--- config.mk ---
export PLATFORM = sky130hd
export DESIGN_NAME = weight_bank
export DESIGN_NICKNAME = d
export VERILOG_FILES = /design/src/gat_pkg.sv /design/src/weight_bank.sv
export SDC_FILE = /design/constraint.sdc
export NUM_CORES = 1
export LEC_CHECK = 0
export BUFFER_PORTS_ARGS = -buffer_cell sky130_fd_sc_hd__buf_4
export CORE_MARGIN = 1.5
export CORE_UTILIZATION = 50
export CTS_CLUSTER_DIAMETER = 30
export DETAILED_ROUTE_END_ITERATION = 10
export HOLD_SLACK_MARGIN = 0.1
export PLACE_DENSITY = 0.8
export SLEW_MARGIN = 20
export SYNTH_ARGS = -nofsm -noshare
export SYNTH_HDL_FRONTEND = slang
export SYNTH_SLANG_ARGS = --single-unit
--- constraint.sdc ---
create_clock -name clk -period 2.3 [get_ports clk]
set_input_delay 0.23 -clock clk [delete_from_list [all_inputs] [get_ports clk]]
set_output_delay 0.23 -clock clk [all_outputs]
set_load 0.03 [all_outputs]
--- src/gat_pkg.sv ---
`default_nettype none

package gat_pkg;

  // Feature, weight and attention element width
  localparam int DATA_WIDTH     = 8;
  localparam int NUM_FEATURE_IN = 8;
  localparam int COL_IDX_WIDTH  = 3;
  localparam int ROW_LEN_WIDTH  = 4;

  localparam int MAX_NODES      = 4;
  localparam int NUM_NODE_WIDTH = 3;

  // 8 entries of 8x8 products fit in 20 bits
  localparam int WH_DATA_WIDTH  = 20;
  localparam int COEF_WIDTH     = 32;

  localparam int WGT_ADDR_WIDTH = 7;
  localparam int H_WORD_WIDTH   = 11;

  // Stream word, read as header or as entry depending on position in the row
  typedef union packed {
    struct packed {
      logic [H_WORD_WIDTH-NUM_NODE_WIDTH-ROW_LEN_WIDTH-1:0] pad;
      logic [NUM_NODE_WIDTH-1:0]                            num_nodes;
      logic [ROW_LEN_WIDTH-1:0]                             row_len;
    } hdr;
    struct packed {
      logic signed [DATA_WIDTH-1:0] value;
      logic [COL_IDX_WIDTH-1:0]     col;
    } ent;
  } h_word_u;

endpackage

`default_nettype wire

--- src/weight_bank.sv ---
`default_nettype none

module weight_bank import gat_pkg::*; #(
  parameter int NUM_FEATURE_OUT = 4
) (
  input  logic                                       clk,
  input  logic                                       rst_n,

  input  logic                                       wgt_wr_i,
  input  logic [WGT_ADDR_WIDTH-1:0]                  wgt_addr_i,
  input  logic [DATA_WIDTH-1:0]                      wgt_data_i,

  input  logic [COL_IDX_WIDTH-1:0]                   rd_col_i,
  output logic [NUM_FEATURE_OUT-1:0][DATA_WIDTH-1:0] w_row_o,
  output logic [NUM_FEATURE_OUT-1:0][DATA_WIDTH-1:0] a_src_o,
  output logic [NUM_FEATURE_OUT-1:0][DATA_WIDTH-1:0] a_dst_o
);

  localparam int WGT_DEPTH = (NUM_FEATURE_IN + 2) * NUM_FEATURE_OUT;
  localparam int ROW_W     = $clog2(NUM_FEATURE_IN + 2);
  localparam int ELEM_W    = (NUM_FEATURE_OUT > 1) ? $clog2(NUM_FEATURE_OUT) : 1;

  logic [NUM_FEATURE_OUT-1:0][DATA_WIDTH-1:0] w_mem [NUM_FEATURE_IN];
  logic [NUM_FEATURE_OUT-1:0][DATA_WIDTH-1:0] a_src;
  logic [NUM_FEATURE_OUT-1:0][DATA_WIDTH-1:0] a_dst;

  logic [ROW_W-1:0]  wr_row;
  logic [ELEM_W-1:0] wr_elem;

  // Rows past the last W row hold the source then the destination half
  assign wr_row  = ROW_W'(wgt_addr_i / NUM_FEATURE_OUT);
  assign wr_elem = ELEM_W'(wgt_addr_i % NUM_FEATURE_OUT);

  always_ff @(posedge clk) begin
    if (wgt_wr_i) begin
      if (wr_row < ROW_W'(NUM_FEATURE_IN)) begin
        w_mem[wr_row[COL_IDX_WIDTH-1:0]][wr_elem] <= wgt_data_i;
      end else if (wr_row == ROW_W'(NUM_FEATURE_IN)) begin
        a_src[wr_elem] <= wgt_data_i;
      end else if (wr_row == ROW_W'(NUM_FEATURE_IN + 1)) begin
        a_dst[wr_elem] <= wgt_data_i;
      end
    end
  end

  assign w_row_o = w_mem[rd_col_i];
  assign a_src_o = a_src;
  assign a_dst_o = a_dst;

  a_wr_addr: assert property (
    @(posedge clk) disable iff (!rst_n)
    wgt_wr_i |-> (wgt_addr_i < WGT_DEPTH)
  ) else $error("weight_bank: write address beyond weight store");

endmodule

`default_nettype wire

==> flow_summary.toml <==
[clock_network]
cts_tree = "yes"
post-cts-setup-buffers = 0
htree_levels = 2
postCtsHoldBufs = 0
clock_sinks = 320
clockBufferDepth = 3
cts-buffers-inserted = 46
cts_resized = 0
clkTransAtPathRegs_ns = 0.06
ctsRootBufferMaster = "clkbuf_16"

[placed_design]
hpwl_um = 13600
placed_area_um2 = 13500
place_inst = 950
port-buffer-count = 114
post-place-ws_ns = 0.351
place.gp.congestion = 0.759

[min_path]
hold_depth = 1
min_from = "wgt_data_i[7]"
worstHoldPathType = "in2reg"
whs_endpoint = "a_dst_o[15]$_DFFE_PP_"

[routing]
wire_per_inst_um = 24.1
vias = 5871
drtPass1Iterations = 4
drt_iter0_markers = 386
drc = 0
drt.antenna.violating_nets = 0
routed_wl_um = 24800
vias_per_cell = 5.69

[yosys]
synth-seq-cells = 320
synth_edf_count = 320
synth.area.top_cells = "edfxtp_1, mux4_1, mux4_2"
synth_flop_cell = "edfxtp_1"
yosys-top-cells-count = "edfxtp_1, mux4_1, mux2_2, nor2_1, mux4_2"
synthCells = 498
synth_area_leader_cell = "edfxtp_1"
yosysMostFrequentCell = "edfxtp_1"
synth.top_cell.area_share_pct = 80.0
async_flop_share_pct = 0
syn_nets = 519
yosysSeqAreaShare_pct = 80.0
avgSynthCellArea_um2 = 24.1
netlist_area_um2 = 12000
ys.warnings.count = 0
ys_types = 22

[floorplan]
die_w_um = 158
dieArea_um2 = 24900
core_um2 = 23500
die_y_um = 158
initial_utilization_pct = 51.0
num_io_pins = 117
rows = 56

[sta]
slew_headroom_pct = 66.8
min_period_over_period_pct = 97.5
final_hold_viol_count = 0
fin_crit_ns = 2.24
rsz0062_at_grt = "false"
worst_slew_pin_slew_ns = 0.497
fmax_mhz = 446
setup_viol = 0
holdWs_ns = 0.158
drv_slew = 0
tns_ns = 0
worst_slack_ns = 0.0582

[critical_path]
cp_data_arrival_time_ns = 2.01
critPathSlowestCell = "mux4_1"
cp.required_ns = 2.07
cp-start-kind = "flip-flop"
startpoint = "w_mem[1][28]$_DFFE_PP_"
path_class = "reg2out"
slowest_delay_ns = 0.57
crit_chain = "mux4_1 -> mux2_2 -> buf_4"
crit_path_max_fanout = 1
end_kind = "output pin"

[final_layout]
fin_cells = 1032
postLayoutCoreUtil_pct = 63.7
diodes = 0
multi_input_area_um2 = 2250
design_area_um2 = 15000
fillers = 1532
syn_to_final_growth_pct = 24.9
nNetsFinal = 700
drive_gt1_share_pct = 41.0
regArea_um2 = 9610

[power]
power_mw = 14.0
p_leak_nw = 5.18
pwr-share-clk_pct = 49.0
intPower_mw = 11.0
peakVddDrop_v = 0.000840
pwr-share-comb_pct = 4.6
switchingPower_mw = 2.96
switching_share_pct = 21.2
seqPwrFrac_pct = 46.4
p_per_area_nw_per_um2 = 930

[global_route]
grt_pass1_wl_um = 36900
grt_max_degree = 65
grt_use_total_pct = 20.7
grt_pass1_vias = 6292
grt_overflow = 0
antenna_found_initial = 0

[run]
maxCapViolCount = 0

[run_status]
status = "completed"
cells in the final DEF, fill, tap and decap left out, types with 5 or more instances in the layout:
cell type / instances
edfxtp_1: 320
buf_4: 154
clkbuf_16: 46
mux4_1: 40
mux2_2: 32
nor2_1: 32
mux4_2: 24
inv_6: 11
nor3_1: 6
clkinv_2: 5
clkinv_1: 5
bufinv_16: 5
worst max path at each step:
stage | end | slack, ns | cells after the start
detailed placement | w_row_o[28] | 0.35 | 5
global route | w_row_o[28] | 0.007 | 3
CTS | w_row_o[28] | 0.02 | 3
floorplan | a_src_o[0]$_DFFE_PP_ | 0.38 | 3
global placement | w_row_o[16] | 0.37 | 5
finish | w_row_o[28] | 0.06 | 3
area by class of cell:
type,instances,share of cell area [%]
Clock buffer,48,7.72
Clock inverter,34,2.43
Multi-Input combinational cell,154,15.0
Sequential cell,320,64.1
Tap cell,319,2.66
Timing Repair Buffer,157,8.11
sequential cells by signal, indices dropped and copies added, names as in the netlist:
| signal | cells |
|---|---|
| a_dst_o | 32 |
| a_src_o | 32 |
| w_mem | 256 |
critical path, delay by kind of cell (launching register included):
kind / cells / cell delay, ns
muxes: 2 / 0.91
DFF: 1 / 0.39
buffers and inverters: 1 / 0.18
routing by layer:
layer  vias to the layer above  share of wire (%)  global-route usage (%)
met1                      3061                 39                    25.9
met4                         0                2.7                    7.17
met5                         -                  0                       0
met2                       263                 50                    34.7
met3                        52                8.3                    6.35
li1                       2495                  -                       -
power groups by stage:
stage | Clock [mW] | Sequential [mW] | Combinational [mW]
final | 6.84 | 6.47 | 0.639
after CTS | 6.93 | 6.47 | 0.645
after global placement | 0 | 6.58 | 0.618
after detailed placement | 0 | 6.59 | 0.639
after floorplan | 0 | 6.60 | 0.356
after global routing | 7.17 | 6.47 | 0.672
kinds of logic (layout without fill, tap and decap cells):
logic type | after synthesis | count (layout) | share of synthesized area, %
and+or+nand+nor | 58 | 58 | 2.50
muxes | 96 | 96 | 16.3
buffers and inverters | 24 | 239 | 1.20
DFF | 320 | 320 | 80.0
No activity file was read; power rests on OpenSTA's default activity.
