### src/gat_pkg.sv
`default_nettype none

package gat_pkg;

  // Feature, weight and attention element width
  localparam int DATA_WIDTH     = 8;
  localparam int NUM_FEATURE_IN = 8;
  localparam int COL_IDX_WIDTH  = 3;
  localparam int ROW_LEN_WIDTH  = 4;

  localparam int MAX_NODES      = 4;
  localparam int NUM_NODE_WIDTH = 3;

  // 8 entries of 8x8 products fit in 20 bits
  localparam int WH_DATA_WIDTH  = 20;
  localparam int COEF_WIDTH     = 32;

  localparam int WGT_ADDR_WIDTH = 7;
  localparam int H_WORD_WIDTH   = 11;

  // Stream word, read as header or as entry depending on position in the row
  typedef union packed {
    struct packed {
      logic [H_WORD_WIDTH-NUM_NODE_WIDTH-ROW_LEN_WIDTH-1:0] pad;
      logic [NUM_NODE_WIDTH-1:0]                            num_nodes;
      logic [ROW_LEN_WIDTH-1:0]                             row_len;
    } hdr;
    struct packed {
      logic signed [DATA_WIDTH-1:0] value;
      logic [COL_IDX_WIDTH-1:0]     col;
    } ent;
  } h_word_u;

endpackage

`default_nettype wire

### src/wh_if.sv
`default_nettype none

interface wh_if import gat_pkg::*; #(
  parameter int NUM_FEATURE_OUT = 4
) ();

  logic                                          wh_vld;
  // Element 0 in the low bits
  logic [NUM_FEATURE_OUT-1:0][WH_DATA_WIDTH-1:0] wh;
  logic [NUM_NODE_WIDTH-1:0]                     node_idx;
  logic                                          node_first;
  logic                                          node_last;

  modport src (
    output wh_vld, wh, node_idx, node_first, node_last
  );

  modport sink (
    input wh_vld, wh, node_idx, node_first, node_last
  );

endinterface

`default_nettype wire

### src/attn_coef.sv
`default_nettype none

module attn_coef import gat_pkg::*; #(
  parameter int NUM_FEATURE_OUT = 4
) (
  input  logic                                       clk,
  input  logic                                       rst_n,

  wh_if.sink                                         wh_i,

  input  logic [NUM_FEATURE_OUT-1:0][DATA_WIDTH-1:0] a_src_i,
  input  logic [NUM_FEATURE_OUT-1:0][DATA_WIDTH-1:0] a_dst_i,

  output logic                                       coef_vld_o,
  output logic [NUM_NODE_WIDTH-1:0]                  coef_node_o,
  output logic signed [COEF_WIDTH-1:0]               coef_o,
  output logic                                       coef_last_o
);

  logic signed [COEF_WIDTH-1:0] src_dot;
  logic signed [COEF_WIDTH-1:0] dst_dot;
  logic signed [COEF_WIDTH-1:0] src_hold;
  logic signed [COEF_WIDTH-1:0] src_term;
  logic                         seen_first;

  function automatic logic signed [COEF_WIDTH-1:0] dot(
    input logic [NUM_FEATURE_OUT-1:0][DATA_WIDTH-1:0]    a,
    input logic [NUM_FEATURE_OUT-1:0][WH_DATA_WIDTH-1:0] v
  );
    logic signed [COEF_WIDTH-1:0] s;
    s = '0;
    for (int k = 0; k < NUM_FEATURE_OUT; k++) begin
      s = s + $signed(a[k]) * $signed(v[k]);
    end
    return s;
  endfunction

  assign src_dot = dot(a_src_i, wh_i.wh);
  assign dst_dot = dot(a_dst_i, wh_i.wh);

  // Centre node term, fresh on node 0 and held for the rest
  assign src_term = wh_i.node_first ? src_dot : src_hold;

  always_ff @(posedge clk or negedge rst_n) begin
    if (!rst_n) begin
      coef_vld_o  <= 1'b0;
      coef_last_o <= 1'b0;
      seen_first  <= 1'b0;
    end else begin
      coef_vld_o  <= wh_i.wh_vld;
      coef_last_o <= wh_i.wh_vld & wh_i.node_last;
      if (wh_i.wh_vld && wh_i.node_first) begin
        seen_first <= 1'b1;
      end
    end
  end

  always_ff @(posedge clk) begin
    if (wh_i.wh_vld) begin
      coef_o      <= src_term + dst_dot;
      coef_node_o <= wh_i.node_idx;
      if (wh_i.node_first) begin
        src_hold <= src_dot;
      end
    end
  end

  a_centre_seen: assert property (
    @(posedge clk) disable iff (!rst_n)
    (wh_i.wh_vld && !wh_i.node_first) |-> seen_first
  ) else $error("attn_coef: neighbour row before any centre row");

endmodule

`default_nettype wire

### src/flat_wrapper.sv
// flat-port wrapper written by rule: the top's interface ports become plain ports
module attn_coef_flat import gat_pkg::*;
#(
  parameter int NUM_FEATURE_OUT = 4
)
  (clk, rst_n, a_src_i, a_dst_i, coef_vld_o, coef_node_o, coef_o, coef_last_o, wh_i_wh_vld, wh_i_wh, wh_i_node_idx, wh_i_node_first, wh_i_node_last);
  wh_if #(.NUM_FEATURE_OUT(NUM_FEATURE_OUT)) wh_i_i ();
  input  logic clk;
  input  logic rst_n;
  input  logic [NUM_FEATURE_OUT-1:0][DATA_WIDTH-1:0] a_src_i;
  input  logic [NUM_FEATURE_OUT-1:0][DATA_WIDTH-1:0] a_dst_i;
  output logic coef_vld_o;
  output logic [NUM_NODE_WIDTH-1:0] coef_node_o;
  output logic signed [COEF_WIDTH-1:0] coef_o;
  output logic coef_last_o;
  input wire logic [$bits(wh_i_i.wh_vld)-1:0] wh_i_wh_vld;
  input wire logic [$bits(wh_i_i.wh)-1:0] wh_i_wh;
  input wire logic [$bits(wh_i_i.node_idx)-1:0] wh_i_node_idx;
  input wire logic [$bits(wh_i_i.node_first)-1:0] wh_i_node_first;
  input wire logic [$bits(wh_i_i.node_last)-1:0] wh_i_node_last;
  assign wh_i_i.wh_vld = wh_i_wh_vld;
  assign wh_i_i.wh = wh_i_wh;
  assign wh_i_i.node_idx = wh_i_node_idx;
  assign wh_i_i.node_first = wh_i_node_first;
  assign wh_i_i.node_last = wh_i_node_last;
  attn_coef #(.NUM_FEATURE_OUT(NUM_FEATURE_OUT)) u_core (.clk(clk), .rst_n(rst_n), .wh_i(wh_i_i), .a_src_i(a_src_i), .a_dst_i(a_dst_i), .coef_vld_o(coef_vld_o), .coef_node_o(coef_node_o), .coef_o(coef_o), .coef_last_o(coef_last_o));
endmodule
### config.mk
export PLATFORM = sky130hd
export DESIGN_NAME = attn_coef_flat
export DESIGN_NICKNAME = d
export VERILOG_FILES = /design/src/gat_pkg.sv /design/src/wh_if.sv /design/src/attn_coef.sv /design/src/flat_wrapper.sv
export SDC_FILE = /design/constraint.sdc
export NUM_CORES = 2
export LEC_CHECK = 0
export ABC_CLOCK_PERIOD_IN_PS = 6300
export BUFFER_PORTS_ARGS = -buffer_cell sky130_fd_sc_hd__buf_2
export CORE_MARGIN = 2
export CORE_UTILIZATION = 55
export DETAILED_ROUTE_END_ITERATION = 10
export PLACE_DENSITY = 0.78
export SYNTH_ARGS = -nofsm -noshare
export SYNTH_HDL_FRONTEND = slang
export SYNTH_SLANG_ARGS = --single-unit
### constraint.sdc
create_clock -name clk -period 6.3 [get_ports clk]
set_input_delay 0 -clock clk [delete_from_list [all_inputs] [get_ports clk]]
set_output_delay 0 -clock clk [all_outputs]
set_load 0.005 [all_outputs]
==> impl_metrics.ini <==
[route]
via_per_inst = 5.27
wl_um = 148000
drt-initial-drc-count = 2816
vias = 44000
wl_per_cell_um = 17.7
drtAntennaViolNets = 0
drt_first_pass_iters = 6
drcViolationCount = 0

[place]
placed_cells = 8268
place.gp.congestion = 0.991
portBuffers = 188
hpwl_um = 128000

[sta]
slew_headroom_pct = 35.1
fin_ws_ps = -2620
min_period_ps = 8920
worst-slew-pin-transition_ps = 973
setup-violations-final = 41
finalCritPeriodShare_pct = 142
max_freq_mhz = 112
slew_violations = 0
fin_skew_ps = 8.38
rsz0062_at_grt = true
finalHoldViolations = 0

[cts]
cts_buffers = 9
htree_levels = 3
clockBufferDepth = 2
cts_sinks = 69
cts_tree = yes
clock_latency_ps = 360
cts_root_buffer = clkbuf_16
clk_pin_slew_worst_paths_ps = 60

[synthesis]
ys_ff_latch = 69
synth_warnings = 0
synth_ff_type = edfxtp_1
syn_nets = 7754
syn_area_mm2 = 0.0531
synth_area_per_cell_um2 = 8.93
synth.distinct_cells = 74
async_flop_share_pct = 2.90
synth_edf_count = 67
syn_inst = 5955
yosysSeqAreaShare_pct = 3.88

[die]
die_x_um = 315
num_rows = 114
ios = 189
fp.dieH_um = 315
initial_core_util_pct = 55.2
die_area_mm2 = 0.0991
coreArea_mm2 = 0.0963

[grt]
grt_pass1_vias = 48100
grt_pass1_wl_um = 240000
antenna_found_initial = 18
grt_overflow = 0
grtUsageTotal_pct = 30.5
grt_max_degree = 70

[min_path]
hp-class = input pin to flip-flop

[critical_path]
cp_slowest_cell = fa_1
start_kind = input pin
crit_path_frequent_cell = fa_1
path_class = input pin to flip-flop
end_kind = flip-flop
worstPathMaxFanout = 7
worstPathArrival_ps = 9020
cp_data_required_time_ps = 6390
critPathMaxStageDelay_ps = 550

[outcome]
status = complete, but fails checks
violations = setup timing

[finish]
final_util_pct = 69.1
fin_cells = 8357
nFillCells = 7020
area_growth_pct = 25.1
layout-drive-gt1-share_pct = 24.1
final_nets = 8862

[job]
drv_cap = 0
## layout by cell type, fill, tap and decap left out, types with 78 or more instances in the layout
cell type / instances
nand2b_1: 145
and2_1: 791
xnor2_1: 160
buf_2: 144
xor2_1: 78
ha_1: 426
buf_4: 1065
nand2_1: 380
nor2_1: 139
a21o_1: 85
a21oi_1: 118
inv_1: 1437
fa_1: 1145
## cell families after synthesis
| family | after synthesis | synth area share, % |
|---|---|---|
| AND/OR/NAND/NOR | 1689 | 17.2 |
| AO/OA/AOI/OAI | 574 | 7.04 |
| flip-flops | 69 | 3.88 |
| adder cells (fa/ha/maj) | 1647 | 55.2 |
| multiplexers | 25 | 0.527 |
| XOR/XNOR | 259 | 4.27 |
| buffers and inverters | 1692 | 11.9 |
## layer usage
metal | vias up | share of wire (%) | GRT usage [%]
li1 | 20000 | - | -
met1 | 22300 | 39 | 37.6
met2 | 1323 | 50 | 53.2
met3 | 385 | 6.1 | 4.03
met4 | 8 | 5.4 | 14.0
met5 | - | 0.031 | 0
## worst max-delay path: cells and delay by family
family,cells,cell delay [ps]
AO/OA/AOI/OAI,12,2360
AND/OR/NAND/NOR,10,1630
buffers and inverters,5,290
XOR/XNOR,2,240
adder cells (fa/ha/maj),10,4200
multiplexers,1,280
## sequential cells by signal (all words and copies together) (netlist names)
name,cells
u_core.coef_last_o,1
u_core.coef_node_o,3
u_core.coef_o,32
u_core.coef_vld_o,1
u_core.src_hold,32
## worst paths after layout
kind	from	to	slack [ps]	depth (start not counted)
max	wh_i_wh[43]	u_core.coef_o[31]	-2620	40
min	wh_i_wh_vld	u_core.coef_vld_o	250	1
min in group asynchronous	rst_n	u_core.coef_last_o	490	3
max in group asynchronous	rst_n	u_core.coef_vld_o	5690	3
max reg2reg	u_core.src_hold[1]	u_core.coef_o[29]	2340	15
min reg2reg	u_core.src_hold[2]	u_core.src_hold[2]	590	1
## synth_stat cells, types with 12 or more instances
cell type	n	area, um^2
xnor2_1	178	1560
a31oi_1	22	138
and3_1	17	106
fa_1	1160	23200
or3_1	12	75.1
and2_1	820	5130
a21o_1	85	638
a21oi_1	168	841
mux2_2	24	270
nor3_1	37	185
nor2b_1	22	138
ha_1	487	6090
edfxtp_1	67	2010
nand2b_1	147	920
nand2_1	392	1470
nor2_1	161	604
clkbuf_1	205	769
nand3_1	33	165
o21ai_0	92	460
a211oi_1	14	105
o21a_1	38	285
inv_1	1481	5560
o21bai_1	33	248
o21ai_1	26	130
xor2_1	81	709
nand4_1	16	100
## area by class of cell
cell class	count	area, um^2	share of cell area (%)
inverters	1481	5570	8.37
clock inverters	6	159	0.239
repair buffers	1308	9950	15.0
diodes	13	32.5	0.0489
well taps	1276	1600	2.40
clock buffers	10	229	0.344
multi-input cells	4194	46900	70.5
flip-flops and latches	69	2060	3.10
## stage by stage
stage	hold slack, ps	cell area, um^2	TNS, ps	setup WS, ps
floorplan	-296	54000	-36990	-2210
global placement	-216	63600	-69810	-2900
detailed placement	-212	63600	-75150	-3080
CTS	235	65400	-48240	-2490
global route	276	66500	-60770	-2880
finish	247	66500	-53240	-2620
## timing repair
action,4_1_cts,5_1_grt
gates resized for setup,271,212
setup endpoints to repair,44,46
cloned,1,0
pin swaps,118,113
endpoints found under the hold margin,6,0
setup buffers,72,36
hold buffers,6,0
Power is not shown: default switching activity piles up to over one toggle a cycle in this logic, so the estimate is an artifact.
