<file path="src/gat_pkg.sv">
`default_nettype none

package gat_pkg;

  // Feature, weight and attention element width
  localparam int DATA_WIDTH     = 8;
  localparam int NUM_FEATURE_IN = 8;
  localparam int COL_IDX_WIDTH  = 3;
  localparam int ROW_LEN_WIDTH  = 4;

  localparam int MAX_NODES      = 4;
  localparam int NUM_NODE_WIDTH = 3;

  // 8 entries of 8x8 products fit in 20 bits
  localparam int WH_DATA_WIDTH  = 20;
  localparam int COEF_WIDTH     = 32;

  localparam int WGT_ADDR_WIDTH = 7;
  localparam int H_WORD_WIDTH   = 11;

  // Stream word, read as header or as entry depending on position in the row
  typedef union packed {
    struct packed {
      logic [H_WORD_WIDTH-NUM_NODE_WIDTH-ROW_LEN_WIDTH-1:0] pad;
      logic [NUM_NODE_WIDTH-1:0]                            num_nodes;
      logic [ROW_LEN_WIDTH-1:0]                             row_len;
    } hdr;
    struct packed {
      logic signed [DATA_WIDTH-1:0] value;
      logic [COL_IDX_WIDTH-1:0]     col;
    } ent;
  } h_word_u;

endpackage

`default_nettype wire

</file>
<file path="src/row_if.sv">
`default_nettype none

interface row_if import gat_pkg::*; ();

  // One strobe per sparse entry
  logic                         entry_vld;
  logic signed [DATA_WIDTH-1:0] value;
  logic [COL_IDX_WIDTH-1:0]     col;

  // Row and node tags, valid with entry_vld
  logic                         row_end;
  logic [NUM_NODE_WIDTH-1:0]    node_idx;
  logic                         node_first;
  logic                         node_last;

  modport ctrl (
    output entry_vld, value, col,
    output row_end, node_idx, node_first, node_last
  );

  modport data (
    input entry_vld, value, col,
    input row_end, node_idx, node_first, node_last
  );

endinterface

`default_nettype wire

</file>
<file path="src/gat_ctrl.sv">
`default_nettype none

module gat_ctrl import gat_pkg::*; (
  input  logic    clk,
  input  logic    rst_n,

  input  logic    h_vld_i,
  input  h_word_u h_word_i,

  row_if.ctrl     row_o
);

  localparam logic ST_HDR = 1'b0;
  localparam logic ST_ENT = 1'b1;

  logic                      state;
  logic [ROW_LEN_WIDTH-1:0]  ent_left;
  logic [NUM_NODE_WIDTH-1:0] node_cnt;
  logic [NUM_NODE_WIDTH-1:0] num_nodes;
  logic                      last_node;
  logic                      last_ent;
  logic                      ent_acc;

  assign last_node = (node_cnt == num_nodes - 1'b1);
  assign last_ent  = (ent_left == ROW_LEN_WIDTH'(1));
  assign ent_acc   = h_vld_i && (state == ST_ENT);

  always_ff @(posedge clk or negedge rst_n) begin
    if (!rst_n) begin
      state     <= ST_HDR;
      ent_left  <= '0;
      node_cnt  <= '0;
      num_nodes <= '0;
    end else if (h_vld_i) begin
      if (state == ST_HDR) begin
        ent_left <= h_word_i.hdr.row_len;
        // Later headers of the subgraph repeat the count
        if (node_cnt == '0) begin
          num_nodes <= h_word_i.hdr.num_nodes;
        end
        state <= ST_ENT;
      end else begin
        ent_left <= ent_left - 1'b1;
        if (last_ent) begin
          state <= ST_HDR;
          if (last_node) begin
            node_cnt <= '0;
          end else begin
            node_cnt <= node_cnt + 1'b1;
          end
        end
      end
    end
  end

  always_ff @(posedge clk or negedge rst_n) begin
    if (!rst_n) begin
      row_o.entry_vld <= 1'b0;
    end else begin
      row_o.entry_vld <= ent_acc;
    end
  end

  // Entry payload and tags
  always_ff @(posedge clk) begin
    if (ent_acc) begin
      row_o.value      <= h_word_i.ent.value;
      row_o.col        <= h_word_i.ent.col;
      row_o.row_end    <= last_ent;
      row_o.node_idx   <= node_cnt;
      row_o.node_first <= (node_cnt == '0);
      row_o.node_last  <= last_node;
    end
  end

  a_row_len: assert property (
    @(posedge clk) disable iff (!rst_n)
    (h_vld_i && state == ST_HDR) |->
      (h_word_i.hdr.row_len != '0 && h_word_i.hdr.row_len <= NUM_FEATURE_IN)
  ) else $error("gat_ctrl: header row_len out of range");

  a_num_nodes: assert property (
    @(posedge clk) disable iff (!rst_n)
    (h_vld_i && state == ST_HDR && node_cnt == '0) |->
      (h_word_i.hdr.num_nodes != '0 && h_word_i.hdr.num_nodes <= MAX_NODES)
  ) else $error("gat_ctrl: subgraph num_nodes out of range");

endmodule

`default_nettype wire

</file>
<file path="src/flat_wrapper.sv">
// flat-port wrapper written by rule: the top's interface ports become plain ports
module gat_ctrl_flat import gat_pkg::*;
  (clk, rst_n, h_vld_i, h_word_i, row_o_entry_vld, row_o_value, row_o_col, row_o_row_end, row_o_node_idx, row_o_node_first, row_o_node_last);
  row_if row_o_i ();
  input  logic clk;
  input  logic rst_n;
  input  logic h_vld_i;
  input  h_word_u h_word_i;
  output wire logic [$bits(row_o_i.entry_vld)-1:0] row_o_entry_vld;
  output wire logic [$bits(row_o_i.value)-1:0] row_o_value;
  output wire logic [$bits(row_o_i.col)-1:0] row_o_col;
  output wire logic [$bits(row_o_i.row_end)-1:0] row_o_row_end;
  output wire logic [$bits(row_o_i.node_idx)-1:0] row_o_node_idx;
  output wire logic [$bits(row_o_i.node_first)-1:0] row_o_node_first;
  output wire logic [$bits(row_o_i.node_last)-1:0] row_o_node_last;
  assign row_o_entry_vld = row_o_i.entry_vld;
  assign row_o_value = row_o_i.value;
  assign row_o_col = row_o_i.col;
  assign row_o_row_end = row_o_i.row_end;
  assign row_o_node_idx = row_o_i.node_idx;
  assign row_o_node_first = row_o_i.node_first;
  assign row_o_node_last = row_o_i.node_last;
  gat_ctrl u_core (.clk(clk), .rst_n(rst_n), .h_vld_i(h_vld_i), .h_word_i(h_word_i), .row_o(row_o_i));
endmodule
</file>
<file path="config.mk">
export PLATFORM = sky130hd
export DESIGN_NAME = gat_ctrl_flat
export DESIGN_NICKNAME = d
export VERILOG_FILES = /design/src/gat_pkg.sv /design/src/row_if.sv /design/src/gat_ctrl.sv /design/src/flat_wrapper.sv
export SDC_FILE = /design/constraint.sdc
export NUM_CORES = 1
export LEC_CHECK = 0
export ABC_CLOCK_PERIOD_IN_PS = 4100
export BUFFER_PORTS_ARGS = -buffer_cell sky130_fd_sc_hd__buf_2
export CAP_MARGIN = 20
export CORE_MARGIN = 2
export CORE_UTILIZATION = 40
export CTS_CLUSTER_SIZE = 10
export DETAILED_ROUTE_END_ITERATION = 8
export GPL_ROUTABILITY_DRIVEN = 0
export PLACE_DENSITY_LB_ADDON = 0.12
export SLEW_MARGIN = 25
export SYNTH_ARGS = -nofsm -noshare
export SYNTH_HDL_FRONTEND = slang
export SYNTH_SLANG_ARGS = --single-unit
</file>
<file path="constraint.sdc">
create_clock -name clk -period 4.1 [get_ports clk]
set_input_delay 0.205 -clock clk [delete_from_list [all_inputs] [get_ports clk]]
set_output_delay 0.205 -clock clk [all_outputs]
set_load 0.01 [all_outputs]
</file>
==> impl_summary.txt <==
----------------------------------------------------
[Drt]
  Vias per inst ... 4.95
  Wire length per cell after detailed routing ... 14.0 um
  Detail Route Antenna Nets ... 0
  Number of design rule violations left after detail routing ... 3
  Detailed Route Iter0 Violations ... 25
  Total iterations of the first detailed-routing run ... 6
  Final WL ... 2170 um
  Routed via count ... 767

[Min path]
  Endpoint of the worst hold-timing path ... u_core.row_o.value[7]
  Worst min-delay path class ... in2reg
  Origin of the worst min-delay path ... h_word_i[10]
  Min-Delay Path Depth ... 1

[Clock tree]
  Number of levels the H-tree was split into ... 2
  Clock latency on the worst-skew pair ... 0.31 ns
  Maximum clock path buffer count ... 2
  Clock tree root driver cell ... clkbuf_4
  Clock tree from TritonCTS ... built
  Worst-path clk slew ... 0.09 ns
  Number of clock sinks ... 29
  TritonCTS buffer count ... 5

[Critical path]
  Critical path class ... reg2reg
  Worst reg2reg endpoint ... u_core.row_o.value[2]
  R2r setup slk ... 2.47 ns
  Endpoint type of the worst setup path ... flip-flop
  RR Startpoint ... u_core.state
  Path depth of the worst reg2reg path ... 2
  Crit path arrival time ... 1.64 ns
  Critical Path Source Type ... flip-flop
  Required time of the critical path ... 4.11 ns
  Crit-path max FO ... 15

[STA]
  Final hold violation count ... 0
  Setup slack of the critical path after layout ... 2.47 ns
  Slew @ Worst Pin ... 0.449 ns
  Ratio of final minimum period to clock period ... 0.399
  Peak clock frequency supported by timing ... 612 MHz
  Post-layout minimum cycle time ... 1.63 ns
  RSZ-0062 raised after global routing ... false
  Slew Viols, Final ... 0
  Worst slew slack as a fraction of its limit ... 0.701
  Clock Skews ... 0.00579 ns
  Sum Neg Setup Slack ... 0 ns
  Final-report setup violation count ... 0
  Final hold slack ... 0.0639 ns

[Synth]
  Synthesis-stage register bit count ... 29
  Cells after synthesis ... 85
  Area of the mapped netlist ... 1200 um^2
  Post-synth cell types ... 27
  Net count of the mapped netlist ... 104
  Mean post-synth cell area ... 14.1 um^2
  Share of synthesized area occupied by flip-flops and latches ... 0.676
  Total of warnings raised by yosys ... 0

[Cells and area]
  Fillers ... 256
  Commonest non-fill, non-tap cell in the layout ... buf_2
  Final core area utilization ... 0.518
  Area growth syn-to-layout ... 21.1%
  Proportion of layout cells with a drive suffix above 1 ... 0.339
  Top library cells by usage in the layout, fill and taps aside ... 31 x buf_2, 17 x edfxtp_1, 12 x dfrtp_1
  Number of diodes ... 0
  Number of nets at the end of the flow ... 142

[Global routing]
  Number of global-route vias before repair ... 785
  Maximum number of pins on one net before global-route repair ... 16
  Overall fraction of global-route tracks in use ... 0.144
  First-pass GRT wire length ... 3540 um
  Global-route congestion overflow total ... 0
  Antenna violations before repair ... 0

[Die]
  Core footprint ... 2810 um^2
  Cell row count ... 19
  Die H ... 58.8 um
  Die area ... 3450 um^2
  Initial Util ... 0.428
  Die boundary width ... 58.8 um
  Number of primary I/O pins ... 32

[Placed design]
  Pre-CTS setup slack ... 2.53 ns
  Post-DP HPWL ... 1510 um
  Number of port buffers ... 31

[Run]
  Reported max-cap violation count ... 0

[Pwr]
  LEAKAGE ... 0.644 nW
  Power density normalized to cell area ... 529 nW/um^2
  Peak VDD IR ... 0.292 mV

[Run status]
  Violations in the final reports ... DRC
  Outcome ... finished with violations

----------------------------------------------------
## area by class of cell
type                       instances  area, um^2  share of cell area
multi-input combinational         46         350               0.241
tap                               31        38.8              0.0267
timing repair buffer              33         173               0.119
sequential                        29         811               0.558
clock inverter                     3        12.5             0.00861
clock buffer                       5        37.5              0.0258
inverter                           8        30.0              0.0207
## worst max-delay path: stages, from the launching register on
cell	delay (ns)
dfrtp_1	0.55
and2_0	0.46
buf_4	0.32
## sequential cells by signal, indices dropped and copies added (netlist names)
name                     flops
u_core.row_o.node_last       1
u_core.row_o.node_idx        3
u_core.row_o.entry_vld       1
u_core.state                 1
u_core.row_o.row_end         1
u_core.row_o.node_first      1
u_core.node_cnt              3
u_core.num_nodes             3
u_core.row_o.col             3
u_core.ent_left              4
u_core.row_o.value           8
## cell usage after synthesis
library cell | number | share of area
dfrtp_1 | 12 | 0.25
mux2i_1 | 3 | 0.025
o21ai_0 | 4 | 0.017
xor3_1 | 1 | 0.020
nand2b_1 | 3 | 0.016
o311ai_1 | 1 | 0.0073
a21oi_1 | 4 | 0.017
nor3b_2 | 1 | 0.010
edfxtp_1 | 17 | 0.43
and4bb_2 | 1 | 0.010
nor3_1 | 2 | 0.0083
xnor2_1 | 2 | 0.015
o22ai_1 | 2 | 0.010
buf_2 | 1 | 0.0042
clkbuf_1 | 1 | 0.0031
nor2_1 | 3 | 0.0094
and2_1 | 1 | 0.0052
and2b_1 | 1 | 0.0063
a21bo_2 | 1 | 0.0083
o311ai_0 | 1 | 0.0073
ha_1 | 5 | 0.052
inv_1 | 8 | 0.025
nand3_1 | 2 | 0.0083
nand2_1 | 4 | 0.013
and2_0 | 1 | 0.0052
mux2_2 | 1 | 0.0094
o211ai_1 | 2 | 0.013
## how the worst max path moves through the flow
stage	start	end	slack, ns
5_1_grt	u_core.num_nodes[0]	u_core.node_cnt[2]	2.35
6_report	u_core.state	u_core.row_o.value[2]	2.47
3_3_place_gp	u_core.state	u_core.row_o.value[6]	2.54
4_1_cts	u_core.state	u_core.row_o.value[3]	2.49
3_5_place_dp	u_core.state	u_core.row_o.value[7]	2.53
2_1_floorplan	u_core.state	u_core.node_cnt[2]	2.31
## repair_timing
item,CTS,global route
hold buffers,1,0
setup buffers,0,0
setup endpoints to repair,0,0
resized for setup,0,0
hold endpoints to repair,12,0
## per-stage QoR
stage,cells,cell area (um^2),power [W]
after floorplan,85,1200,0.000551
after global routing,155,1450,0.000828
after CTS,155,1450,0.000780
after global placement,146,1390,0.000613
after detailed placement,146,1390,0.000620
final,155,1450,0.000768
## kinds of logic after synthesis
logic type	after synthesis	synth area share
fa+ha+maj	5	0.0521
buf+inv	10	0.0323
mux	4	0.0344
flops	29	0.676
compound gates	15	0.0792
xor+xnor	3	0.0344
simple gates	19	0.0918
## layer usage
metal,vias up,GRT usage,share of wire
met4,0,0.0779,0.0069
met2,24,0.214,0.46
met3,2,0.0505,0.065
met5,-,0,0
met1,362,0.184,0.47
li1,379,-,-
## power by group
group	switching (W)	leakage [nW]	internal, W
Sequential	0.0000444	0.296	0.000374
Combinational	0.000107	0.318	0.0000896
Clock	0.0000914	0.0300	0.0000618
Total	0.000243	0.644	0.000526
Power figures use the tool's default switching activity.
