File: src/gat_pkg.sv
`default_nettype none

package gat_pkg;

  // Feature, weight and attention element width
  localparam int DATA_WIDTH     = 8;
  localparam int NUM_FEATURE_IN = 8;
  localparam int COL_IDX_WIDTH  = 3;
  localparam int ROW_LEN_WIDTH  = 4;

  localparam int MAX_NODES      = 4;
  localparam int NUM_NODE_WIDTH = 3;

  // 8 entries of 8x8 products fit in 20 bits
  localparam int WH_DATA_WIDTH  = 20;
  localparam int COEF_WIDTH     = 32;

  localparam int WGT_ADDR_WIDTH = 7;
  localparam int H_WORD_WIDTH   = 11;

  // Stream word, read as header or as entry depending on position in the row
  typedef union packed {
    struct packed {
      logic [H_WORD_WIDTH-NUM_NODE_WIDTH-ROW_LEN_WIDTH-1:0] pad;
      logic [NUM_NODE_WIDTH-1:0]                            num_nodes;
      logic [ROW_LEN_WIDTH-1:0]                             row_len;
    } hdr;
    struct packed {
      logic signed [DATA_WIDTH-1:0] value;
      logic [COL_IDX_WIDTH-1:0]     col;
    } ent;
  } h_word_u;

endpackage

`default_nettype wire

File: src/row_if.sv
`default_nettype none

interface row_if import gat_pkg::*; ();

  // One strobe per sparse entry
  logic                         entry_vld;
  logic signed [DATA_WIDTH-1:0] value;
  logic [COL_IDX_WIDTH-1:0]     col;

  // Row and node tags, valid with entry_vld
  logic                         row_end;
  logic [NUM_NODE_WIDTH-1:0]    node_idx;
  logic                         node_first;
  logic                         node_last;

  modport ctrl (
    output entry_vld, value, col,
    output row_end, node_idx, node_first, node_last
  );

  modport data (
    input entry_vld, value, col,
    input row_end, node_idx, node_first, node_last
  );

endinterface

`default_nettype wire

File: src/wh_if.sv
`default_nettype none

interface wh_if import gat_pkg::*; #(
  parameter int NUM_FEATURE_OUT = 4
) ();

  logic                                          wh_vld;
  // Element 0 in the low bits
  logic [NUM_FEATURE_OUT-1:0][WH_DATA_WIDTH-1:0] wh;
  logic [NUM_NODE_WIDTH-1:0]                     node_idx;
  logic                                          node_first;
  logic                                          node_last;

  modport src (
    output wh_vld, wh, node_idx, node_first, node_last
  );

  modport sink (
    input wh_vld, wh, node_idx, node_first, node_last
  );

endinterface

`default_nettype wire

File: src/spmm_row.sv
`default_nettype none

module spmm_row import gat_pkg::*; #(
  parameter int NUM_FEATURE_OUT = 4
) (
  input  logic                                       clk,
  input  logic                                       rst_n,

  row_if.data                                        row_i,

  output logic [COL_IDX_WIDTH-1:0]                   w_col_o,
  input  logic [NUM_FEATURE_OUT-1:0][DATA_WIDTH-1:0] w_row_i,

  wh_if.src                                          wh_o
);

  logic                            fresh;
  logic signed [WH_DATA_WIDTH-1:0] acc [NUM_FEATURE_OUT];
  logic signed [WH_DATA_WIDTH-1:0] sum [NUM_FEATURE_OUT];

  // W row lookup by the entry column
  assign w_col_o = row_i.col;

  for (genvar k = 0; k < NUM_FEATURE_OUT; k++) begin : g_mac
    logic signed [2*DATA_WIDTH-1:0]  prod;
    logic signed [WH_DATA_WIDTH-1:0] base;

    assign prod   = row_i.value * $signed(w_row_i[k]);
    assign base   = fresh ? '0 : acc[k];
    assign sum[k] = base + prod;
  end

  always_ff @(posedge clk or negedge rst_n) begin
    if (!rst_n) begin
      fresh       <= 1'b1;
      wh_o.wh_vld <= 1'b0;
    end else begin
      wh_o.wh_vld <= row_i.entry_vld & row_i.row_end;
      // Next row starts over right after row_end
      if (row_i.entry_vld) begin
        fresh <= row_i.row_end;
      end
    end
  end

  always_ff @(posedge clk) begin
    if (row_i.entry_vld) begin
      for (int k = 0; k < NUM_FEATURE_OUT; k++) begin
        acc[k] <= sum[k];
      end
      if (row_i.row_end) begin
        for (int k = 0; k < NUM_FEATURE_OUT; k++) begin
          wh_o.wh[k] <= sum[k];
        end
        wh_o.node_idx   <= row_i.node_idx;
        wh_o.node_first <= row_i.node_first;
        wh_o.node_last  <= row_i.node_last;
      end
    end
  end

endmodule

`default_nettype wire

File: src/flat_wrapper.sv
// flat-port wrapper written by rule: the top's interface ports become plain ports
module spmm_row_flat import gat_pkg::*;
#(
  parameter int NUM_FEATURE_OUT = 4
)
  (clk, rst_n, w_col_o, w_row_i, row_i_entry_vld, row_i_value, row_i_col, row_i_row_end, row_i_node_idx, row_i_node_first, row_i_node_last, wh_o_wh_vld, wh_o_wh, wh_o_node_idx, wh_o_node_first, wh_o_node_last);
  row_if row_i_i ();
  wh_if #(.NUM_FEATURE_OUT(NUM_FEATURE_OUT)) wh_o_i ();
  input  logic clk;
  input  logic rst_n;
  output logic [COL_IDX_WIDTH-1:0] w_col_o;
  input  logic [NUM_FEATURE_OUT-1:0][DATA_WIDTH-1:0] w_row_i;
  input wire logic [$bits(row_i_i.entry_vld)-1:0] row_i_entry_vld;
  input wire logic [$bits(row_i_i.value)-1:0] row_i_value;
  input wire logic [$bits(row_i_i.col)-1:0] row_i_col;
  input wire logic [$bits(row_i_i.row_end)-1:0] row_i_row_end;
  input wire logic [$bits(row_i_i.node_idx)-1:0] row_i_node_idx;
  input wire logic [$bits(row_i_i.node_first)-1:0] row_i_node_first;
  input wire logic [$bits(row_i_i.node_last)-1:0] row_i_node_last;
  output wire logic [$bits(wh_o_i.wh_vld)-1:0] wh_o_wh_vld;
  output wire logic [$bits(wh_o_i.wh)-1:0] wh_o_wh;
  output wire logic [$bits(wh_o_i.node_idx)-1:0] wh_o_node_idx;
  output wire logic [$bits(wh_o_i.node_first)-1:0] wh_o_node_first;
  output wire logic [$bits(wh_o_i.node_last)-1:0] wh_o_node_last;
  assign row_i_i.entry_vld = row_i_entry_vld;
  assign row_i_i.value = row_i_value;
  assign row_i_i.col = row_i_col;
  assign row_i_i.row_end = row_i_row_end;
  assign row_i_i.node_idx = row_i_node_idx;
  assign row_i_i.node_first = row_i_node_first;
  assign row_i_i.node_last = row_i_node_last;
  assign wh_o_wh_vld = wh_o_i.wh_vld;
  assign wh_o_wh = wh_o_i.wh;
  assign wh_o_node_idx = wh_o_i.node_idx;
  assign wh_o_node_first = wh_o_i.node_first;
  assign wh_o_node_last = wh_o_i.node_last;
  spmm_row #(.NUM_FEATURE_OUT(NUM_FEATURE_OUT)) u_core (.clk(clk), .rst_n(rst_n), .row_i(row_i_i), .w_col_o(w_col_o), .w_row_i(w_row_i), .wh_o(wh_o_i));
endmodule
File: config.mk
export PLATFORM = sky130hd
export DESIGN_NAME = spmm_row_flat
export DESIGN_NICKNAME = d
export VERILOG_FILES = /design/src/gat_pkg.sv /design/src/row_if.sv /design/src/wh_if.sv /design/src/spmm_row.sv /design/src/flat_wrapper.sv
export SDC_FILE = /design/constraint.sdc
export NUM_CORES = 1
export LEC_CHECK = 0
export BUFFER_PORTS_ARGS = -buffer_cell sky130_fd_sc_hd__buf_2
export CAP_MARGIN = 15
export CORE_MARGIN = 1
export CORE_UTILIZATION = 44
export CTS_CLUSTER_SIZE = 20
export DETAILED_ROUTE_END_ITERATION = 6
export PLACE_DENSITY_LB_ADDON = 0.12
export RECOVER_POWER = 25
export SYNTH_ARGS = -nofsm -noshare
export SYNTH_HDL_FRONTEND = slang
export SYNTH_SLANG_ARGS = --single-unit
export TNS_END_PERCENT = 50
File: constraint.sdc
create_clock -name clk -period 7.4 [get_ports clk]
set_input_delay 1.48 -clock clk [delete_from_list [all_inputs] [get_ports clk]]
set_output_delay 1.48 -clock clk [all_outputs]
set_load 0.02 [all_outputs]
==> results.ini, run 1 <==
[cells_and_area]
drive_gt1_share_pct=7.531
fin_cells=2448
fillers=4032
syn2layout_area_growth_pct=10.02
layout.nets=2435

[die]
rows=76
core-area_um2=43460
die_h_um=212.7
die_w_um=212.7
die_area_um2=45250
start_util_pct=44.96
ios=141

[sta]
fmax_ghz=0.1517
worst_pin_slew_ns=2.741
hold_viol=0
fin_ws_ns=0.8066
slew_viol_final=93
tns_ns=0
fin_worst_skew_ns=0.01739
timing.final.crit_period_ns=6.593
slew_headroom_pct=-82.71
min_period_over_period_pct=89.10
setup-violations-final=0
rsz0062_at_grt=false

[routing]
vias=11930
viasPerCell=4.873
ant_nets=0
drtIter0Drc=479
totalWireLength_um=40620
wl_per_cell_um=16.59
drc=0
dr.pass1.iters=5

[global_route]
grt_usage_pct=20.20
antenna_found_initial=8
grt.overflow.total=0
grt_max_degree=55
grt_pass1_vias=13390
grt_pass1_wl_um=68900

[logic_synthesis]
synth_fp_nets=2298
synthArstFlopShare_pct=1.198
yosys_register_bits=167
synth.top_cells.by_area=fa_1, edfxtp_1, ha_1, inv_1, and2_1
ys_seq_area_share_pct=25.62
yosys.cell_types.count=54
synth-main-ff-cell=edfxtp_1
yosysMostFrequentCell=fa_1
synth_area_um2=19540
synth_top_area_share_pct=36.07
ys.warnings.count=0
postSynthCellCount=1710
synthTopCellsByCount=fa_1, inv_1, ha_1, edfxtp_1, and2_1
synth.avg_cell_area_um2=11.42
synth_edf_count=165
synth_top_cell_by_area=fa_1

[clock_tree]
cts_setup_buffers=0
path_clk_slew_ns=0.07
cts_buffers=17
tritoncts=built
cts_buffer_depth=2
cts_resized=0
clock-sinks=167
clk_latency_ns=0.51
ctsHoldBuffers=0
h-tree-depth=4
cts_root_buf=clkbuf_16

[place]
pre_cts_ws_ns=0.5123
placedCellCount=2413
place_congestion=0.8200
place_hpwl_um=32980
io_buffers=134

[worst_setup_path]
critPathLaunchType=input port
crit_arrival_ns=6.83
critPathKind=in -> reg
worstPathMaxFanout=19
end_kind=flop
crit_required_ns=7.64

[hold_path]
min_path_type=reg -> reg

[run_status]
status=finished with violations
violations=capacitance limit, slew limit

[flow_run]
drv_cap=2

critical path, cell delays in order:
cell and delay [ns]:
clkbuf_1 0.74, buf_4 0.34, nand2b_1 0.14, fa_1 0.44, fa_1 0.50, inv_1 0.05
fa_1 0.46, fa_1 0.53, fa_1 0.43, ha_1 0.34, o21ai_0 0.17, nor2_1 0.09
o41ai_1 0.32, nand2b_1 0.15, a31o_2 0.28, o41ai_2 0.23, xnor2_1 0.12
state kept, by name (all words and copies together), names as in the netlist:
signal,flops
u_core.acc,80
u_core.wh_o.wh,80
u_core.wh_o.node_idx,3
u_core.fresh,1
u_core.wh_o.node_first,1
u_core.wh_o.node_last,1
u_core.wh_o.wh_vld,1
placed cells by master, fill, tap and decap left out, types with 3 or more instances in the layout:
cell,Yosys,layout
nor2_1,64,64
bufinv_16,0,3
a211oi_1,11,11
nor2b_1,64,64
ha_1,184,184
or3_1,3,3
fa_1,352,352
clkbuf_1,33,58
o21ai_1,3,3
a21oi_1,32,32
xor2_1,14,14
buf_2,0,77
and2_1,123,121
o21ai_0,22,22
inv_1,339,339
diode_2,0,4
clkinv_1,3,6
nand2_1,115,115
nand2b_1,32,32
clkinvlp_4,0,3
o21bai_1,11,11
nor3_1,11,11
edfxtp_1,165,165
xnor2_1,68,68
clkbuf_16,0,17
buf_4,3,23
a21o_1,10,10
o21a_1,9,9
cells by family (layout without fill, tap and decap cells):
kind of cell | after synthesis | in the layout | synth area share [%]
xor+xnor | 82 | 82 | 3.676
simple gates | 420 | 420 | 11.12
fa+ha+maj | 536 | 536 | 47.85
compound gates | 121 | 121 | 4.221
flops | 167 | 167 | 25.62
mux | 2 | 2 | 0.1089
other cells | 0 | 4 | 0
buf+inv | 382 | 531 | 7.397
metrics by stage:
step,utilization [%],area [um^2],hold WS [ns]
2_1_floorplan,-,19540,0.6463
3_5_place_dp,48.27,20980,0.6747
3_3_place_gp,48.27,20980,0.6792
6_report,49.46,21490,0.6995
5_1_grt,49.45,21490,0.7415
4_1_cts,49.61,21560,0.6991
routing by layer:
layer / vias to the layer above / routed length, um / GRT usage, %
met3: 49 / 2080 / 4.074
li1: 5600 / - / -
met1: 6107 / 17980 / 26.28
met2: 165 / 19840 / 33.75
met5: - / 55 / 0
met4: 8 / 659 / 6.673
layout make-up:
type | count | area (um^2) | area share (%)
antenna | 4 | 10.01 | 0.04657
clock buffer | 18 | 429.2 | 1.997
clock inverter | 13 | 155.1 | 0.7219
inverter | 342 | 1284 | 5.973
multi-input combinational | 1161 | 13090 | 60.88
sequential | 167 | 5006 | 23.29
tap | 585 | 732.0 | 3.406
timing repair buffer | 158 | 792.0 | 3.685
worst paths after layout:
path | startpoint | to | slack [ns] | cells past startpoint
hold / removal | u_core.acc[1][0]$_DFFE_PP_ | u_core.wh_o.wh[20]$_DFFE_PP_ | 0.70 | 2
setup / recovery | row_i_value[0] | u_core.wh_o.wh[58]$_DFFE_PP_ | 0.81 | 17
setup reg to reg | u_core.fresh$_DFFE_PN1P_ | u_core.wh_o.wh[78]$_DFFE_PP_ | 1.68 | 19
hold reg to reg | u_core.acc[1][0]$_DFFE_PP_ | u_core.wh_o.wh[20]$_DFFE_PP_ | 0.70 | 2
min in group asynchronous | rst_n | u_core.wh_o.wh_vld$_DFF_PN0_ | 0.75 | 1
max in group asynchronous | rst_n | u_core.fresh$_DFFE_PN1P_ | 6.43 | 1
Power of run 1 is not shown: default switching activity piles up to over one toggle a cycle in this logic, so the estimate is an artifact.
==> run 2: changes to the inputs <==
Settings changed: CORE_ASPECT_RATIO from default to 0.7.
==> run 2 against run 1 <==
  * The run still ends with capacitance limit, slew limit left
  * Fmax up 0.73%
  * Final cell count increased by 0.25%
  * Worst setup slack improved by 0.048 ns
  * Wire length is 2.3% higher
  * Hold slack got worse by 0.0015 ns
  * Sequential share of layout area about the same
  * Register-to-register slack worse by 0.08 ns
  * Die area is essentially flat
  * Via count fell by 0.65%
  * Final area barely moved
  * Clock skew shrank 0.0014 ns
  * Largest cell class unchanged
==> results.ini, run 2 (synthesis results as in run 1) <==
[sta]
hold_viol=0  ; unchanged
slew_headroom_pct=-75.13  ; +7.6 points
fmax_ghz=0.1528  ; +0.73%
min_period_over_period_pct=88.45  ; -0.65 points
timing.final.crit_period_ns=6.546  ; -0.04792 ns
tns_ns=0  ; unchanged
worst_pin_slew_ns=2.627  ; -0.1138 ns
setup-violations-final=0  ; unchanged
slew_viol_final=42  ; -55%
rsz0062_at_grt=false
fin_worst_skew_ns=0.01604  ; -0.001353 ns

[run_status]
status=finished with violations
violations=capacitance limit, slew limit

[worst_setup_path]
worstPathMaxFanout=18  ; -1
crit_arrival_ns=6.76  ; -0.07 ns
crit_buf_inv=6  ; +3
crit_required_ns=7.61  ; -0.03 ns
critPathKind=in -> reg
critPathLaunchType=input port
path_delay_family=adder cells
max_stage_delay_ns=0.59  ; -0.15 ns
path_cells=clkbuf_1 -> buf_4 -> and2_1 -> ha_1 -> inv_1 -> fa_1 -> inv_1 -> ha_1 -> inv_1 -> fa_1 -> inv_1 -> ha_1 -> ha_1 -> fa_1 -> a211oi_1 -> o21ai_1 -> a41o_1 -> o41ai_2 -> o21bai_1 -> a21oi_1 -> xnor2_1
cp_slowest_cell=clkbuf_1
end_kind=flop

[clock_tree]
tritoncts=built
ctsHoldBuffers=0  ; unchanged
cts_setup_buffers=0  ; unchanged
cts_resized=0  ; unchanged
cts_buffer_depth=2  ; unchanged
h-tree-depth=4  ; unchanged
path_clk_slew_ns=0.07  ; about the same
cts_root_buf=clkbuf_16
cts_buffers=17  ; unchanged
clock-sinks=167  ; unchanged
clk_latency_ns=0.47  ; -0.04 ns

[routing]
totalWireLength_um=41570  ; +2.3%
drtIter0Drc=555  ; +16%
wl_per_cell_um=16.94  ; +2.1%
ant_nets=0  ; unchanged
viasPerCell=4.829  ; -0.90%
dr.pass1.iters=5  ; unchanged
vias=11850  ; -0.65%
drc=0  ; unchanged

[flow_run]
drv_cap=1  ; -1

[cells_and_area]
drive_gt1_share_pct=7.701  ; +0.17 points
reg_top3=u_core.acc x80, u_core.wh_o.wh x80, u_core.wh_o.node_idx x3
layout.nets=2432  ; -0.12%
fillers=4080  ; +1.2%
mostFrequentLayoutCell=fa_1
multi_input_area_um2=13090  ; about the same
syn2layout_area_growth_pct=10.06  ; about the same
seqCellArea_um2=5006  ; unchanged
layout_common_cells=fa_1, inv_1, ha_1

[die]
die_w_um=253.9  ; +19%
die_h_um=178.3  ; -16%
ios=141  ; unchanged
core-area_um2=43720  ; +0.61%
rows=64  ; -16%
start_util_pct=44.68  ; -0.27 points
die_area_um2=45260  ; about the same

[hold_path]
min_path_type=reg -> reg

[place]
place_congestion=0.7930  ; -3.3%
place_hpwl_um=33350  ; +1.1%
io_buffers=134  ; unchanged

[global_route]
antenna_found_initial=9  ; +1
grt_usage_pct=20.17  ; -0.026 points
grt_max_degree=53  ; -3.6%
grt_pass1_wl_um=69630  ; +1.1%
grt.overflow.total=0  ; unchanged
grt_pass1_vias=13020  ; -2.8%

==> run 2: cell count changes in the layout (fill, tap and decap cells not counted) <==
cell | before | now
buf_2 | 77 | 80
clkbuf_1 | 58 | 55
buf_4 | 23 | 20
and2_4 | 0 | 1
inv_6 | 2 | 3
inv_8 | 0 | 1
and2_0 | 2 | 4
diode_2 | 4 | 3
and2_1 | 121 | 118
clkinv_1 | 6 | 5
==> run 2: final cells by class <==
cell class	instances	area share, %
repair buffers	155	3.596
well taps	594	3.456
clock buffers	18	1.996
clock inverters	14	0.7972
inverters	342	5.970
flip-flops and latches	167	23.28
multi-input cells	1161	60.87
diodes	3	0.03491
==> run 2: per-stage QoR <==
step                      worst slack [ns]  cells  area, um^2  hold slack [ns]  utilization (%)
after floorplan                     0.7358   1710       19540           0.6463                -
after global placement              0.5659   2419       20960           0.6765            47.95
after detailed placement            0.5125   2419       20960           0.6922            47.95
after CTS                           0.9893   2451       21560           0.7097            49.32
after global routing                0.5121   2454       21500           0.7375            49.18
final                               0.8545   2454       21500           0.6979            49.18
==> run 2: final timing paths <==
check                                                 from  depth (start not counted)  slack [ns]                      endpoint
worst max-delay path                        row_i_value[0]                         21        0.85   u_core.acc[3][18]$_DFFE_PP_
worst min-delay path            u_core.acc[2][0]$_DFFE_PP_                          2        0.70    u_core.acc[2][0]$_DFFE_PP_
worst max register to register    u_core.fresh$_DFFE_PN1P_                         19        1.60   u_core.acc[2][18]$_DFFE_PP_
worst min register to register  u_core.acc[2][0]$_DFFE_PP_                          2        0.70    u_core.acc[2][0]$_DFFE_PP_
max in group asynchronous                            rst_n                          1        6.41      u_core.fresh$_DFFE_PN1P_
min in group asynchronous                            rst_n                          1        0.78  u_core.wh_o.wh_vld$_DFF_PN0_
==> run 2: per-layer routing <==
metal  vias to the layer above  global-route usage (%)  share of wire (%)  routed length, um
met1                      6048                   29.84                 51              21000
met5                         -                       0               0.14                 60
met2                       167                   30.81                 45              18530
li1                       5590                       -                  -                  -
met4                        10                   4.844                1.4                601
met3                        36                   3.502                3.3               1374
==> run 2: tightest hold or removal path, cell delays in order, from the launching register on <==
cell and delay [ns]:
edfxtp_1 0.32, nor2b_1 0.13, ha_1 0.14
Power of run 2 is left out for the same reason.
==> run 3: changes to the inputs <==
==> constraint.sdc (replaced) <==
create_clock -name clk -period 7.4 [get_ports clk]
set_input_delay 1.48 -clock clk [delete_from_list [all_inputs] [get_ports clk]]
set_output_delay 1.48 -clock clk [all_outputs]
set_load 0.1 [all_outputs]
==> run 3 against run 2 <==
  * The run still ends with capacitance limit, slew limit left
  * Register-to-register slack about the same
  * Wire length decreased by 0.14%
  * Worst setup slack better by 0.0033 ns
  * Sequential share of layout area fell by 0.051 points
  * First-iteration DRC count grew 1.6%
  * Global-route usage unchanged
  * Hold slack did not move
  * Critical endpoint is now u_core.wh_o.wh[78]$_DFFE_PP_
==> results.ini, run 3 (synthesis results as in run 1) <==
[place]
place_hpwl_um=33350  ; unchanged
place_congestion=0.7930  ; unchanged
io_buffers=134  ; unchanged

[die]
die_h_um=178.3  ; unchanged
rows=64  ; unchanged
start_util_pct=44.68  ; unchanged
ios=141  ; unchanged
core-area_um2=43720  ; unchanged
die_area_um2=45260  ; unchanged
die_w_um=253.9  ; unchanged

[global_route]
grt_pass1_vias=13020  ; unchanged
grt_usage_pct=20.17  ; unchanged
grt-busiest-layer=met2
grt_use_met2_pct=30.81  ; unchanged
grt_util_met3_pct=3.502  ; unchanged
antenna_found_initial=9  ; unchanged
grt_pass1_wl_um=69630  ; unchanged
grt_use_met1_pct=29.84  ; unchanged
grt.overflow.total=0  ; unchanged
grt_max_degree=53  ; unchanged

[sta]
worst_pin_slew_ns=2.830  ; +0.2033 ns
setup-violations-final=0  ; unchanged
tns_ns=0  ; unchanged
timing.final.crit_period_ns=6.542  ; -0.003285 ns
slew_viol_final=138  ; +230%
hold_viol=0  ; unchanged
slew_headroom_pct=-88.68  ; -14 points
min_period_over_period_pct=88.41  ; about the same
rsz0062_at_grt=false
fin_worst_skew_ns=0.01605  ; +0.00001450 ns
fmax_ghz=0.1529  ; about the same

[worst_setup_path]
worstPathMaxFanout=18  ; unchanged
crit_arrival_ns=6.76  ; about the same
critPathKind=in -> reg
end_kind=flop
crit_required_ns=7.61  ; about the same
critPathLaunchType=input port

[clock_tree]
clk_latency_ns=0.47  ; about the same
cts_resized=0  ; unchanged
ctsHoldBuffers=0  ; unchanged
cts_buffers=17  ; unchanged
path_clk_slew_ns=0.07  ; about the same
tritoncts=built
cts_buffer_depth=2  ; unchanged
clock-sinks=167  ; unchanged
cts_setup_buffers=0  ; unchanged
h-tree-depth=4  ; unchanged
cts_root_buf=clkbuf_16

[cells_and_area]
fin_util_pct=49.29  ; +0.11 points
reg_top3=u_core.acc x80, u_core.wh_o.wh x80, u_core.wh_o.node_idx x3
layout_common_cells=fa_1, inv_1, ha_1
syn2layout_area_growth_pct=10.30
layout.nets=2432  ; unchanged
drive_gt1_share_pct=9.908  ; +2.2 points
mostFrequentLayoutCell=fa_1

[routing]
drtIter0Drc=564  ; +1.6%
drc=0  ; unchanged
totalWireLength_um=41510  ; -0.14%
vias=11820  ; -0.29%
wl_per_cell_um=16.91  ; -0.14%
viasPerCell=4.815  ; -0.29%
dr.pass1.iters=5  ; unchanged
ant_nets=0  ; unchanged

[run_status]
status=finished with violations
violations=capacitance limit, slew limit

[hold_path]
min_path_type=reg -> reg

[flow_run]
drv_cap=3  ; +2

[run 3: path summary, 6_finish.rpt]
| path | endpoint | from | cells after the start | slack (ns) |
|---|---|---|---|---|
| max | u_core.wh_o.wh[78]$_DFFE_PP_ | row_i_value[0] | 21 | 0.86 |
| min | u_core.acc[2][0]$_DFFE_PP_ | u_core.acc[2][0]$_DFFE_PP_ | 2 | 0.70 |
| max reg2reg | u_core.acc[2][18]$_DFFE_PP_ | u_core.fresh$_DFFE_PN1P_ | 19 | 1.60 |
| min reg2reg | u_core.acc[2][0]$_DFFE_PP_ | u_core.acc[2][0]$_DFFE_PP_ | 2 | 0.70 |
| max in group asynchronous | u_core.fresh$_DFFE_PN1P_ | rst_n | 1 | 6.41 |
| min in group asynchronous | u_core.wh_o.wh_vld$_DFF_PN0_ | rst_n | 1 | 0.78 |
[run 3: through the flow]
step | area [um^2] | hold slack (ns) | cells | setup slack (ns)
global placement | 20960 | 0.6765 | 2419 | 0.5659
floorplan | 19540 | 0.6463 | 1710 | 0.7358
global route | 21550 | 0.7375 | 2454 | 0.4932
finish | 21550 | 0.6979 | 2454 | 0.8578
CTS | 21560 | 0.7097 | 2451 | 0.9893
detailed placement | 20960 | 0.6922 | 2419 | 0.5125
[run 3: critical path, stage by stage]
cell      delay, ns
clkbuf_1       0.59
buf_4          0.35
and2_1         0.22
ha_1           0.16
inv_1          0.05
fa_1           0.47
inv_1          0.04
ha_1           0.27
inv_1          0.05
fa_1           0.47
inv_1          0.04
ha_1           0.27
ha_1           0.22
fa_1           0.48
a211oi_1       0.35
o21ai_1        0.15
a41o_1         0.29
o41ai_2        0.36
o21bai_1       0.12
a21oi_1        0.19
xnor2_1        0.10
[run 3: per-layer routing]
metal  part of all wire (%)  vias to the layer above  routed length (um)
met5                   0.14                        -                  58
met4                    1.4                       10                 601
met3                    3.5                       36                1457
met2                     44                      177               18420
met1                     51                     6000               20970
li1                       -                     5594                   -
[run 3: cell type report]
cell class	instances	area, um^2
Clock inverter	14	171.4
Tap cell	594	743.2
Multi-Input combinational cell	1161	13090
Clock buffer	18	429.2
Fill cell	4060	22170
Sequential cell	167	5006
Inverter	342	1284
Antenna cell	3	7.507
Timing Repair Buffer	155	823.3
Power of run 3 is left out for the same reason.
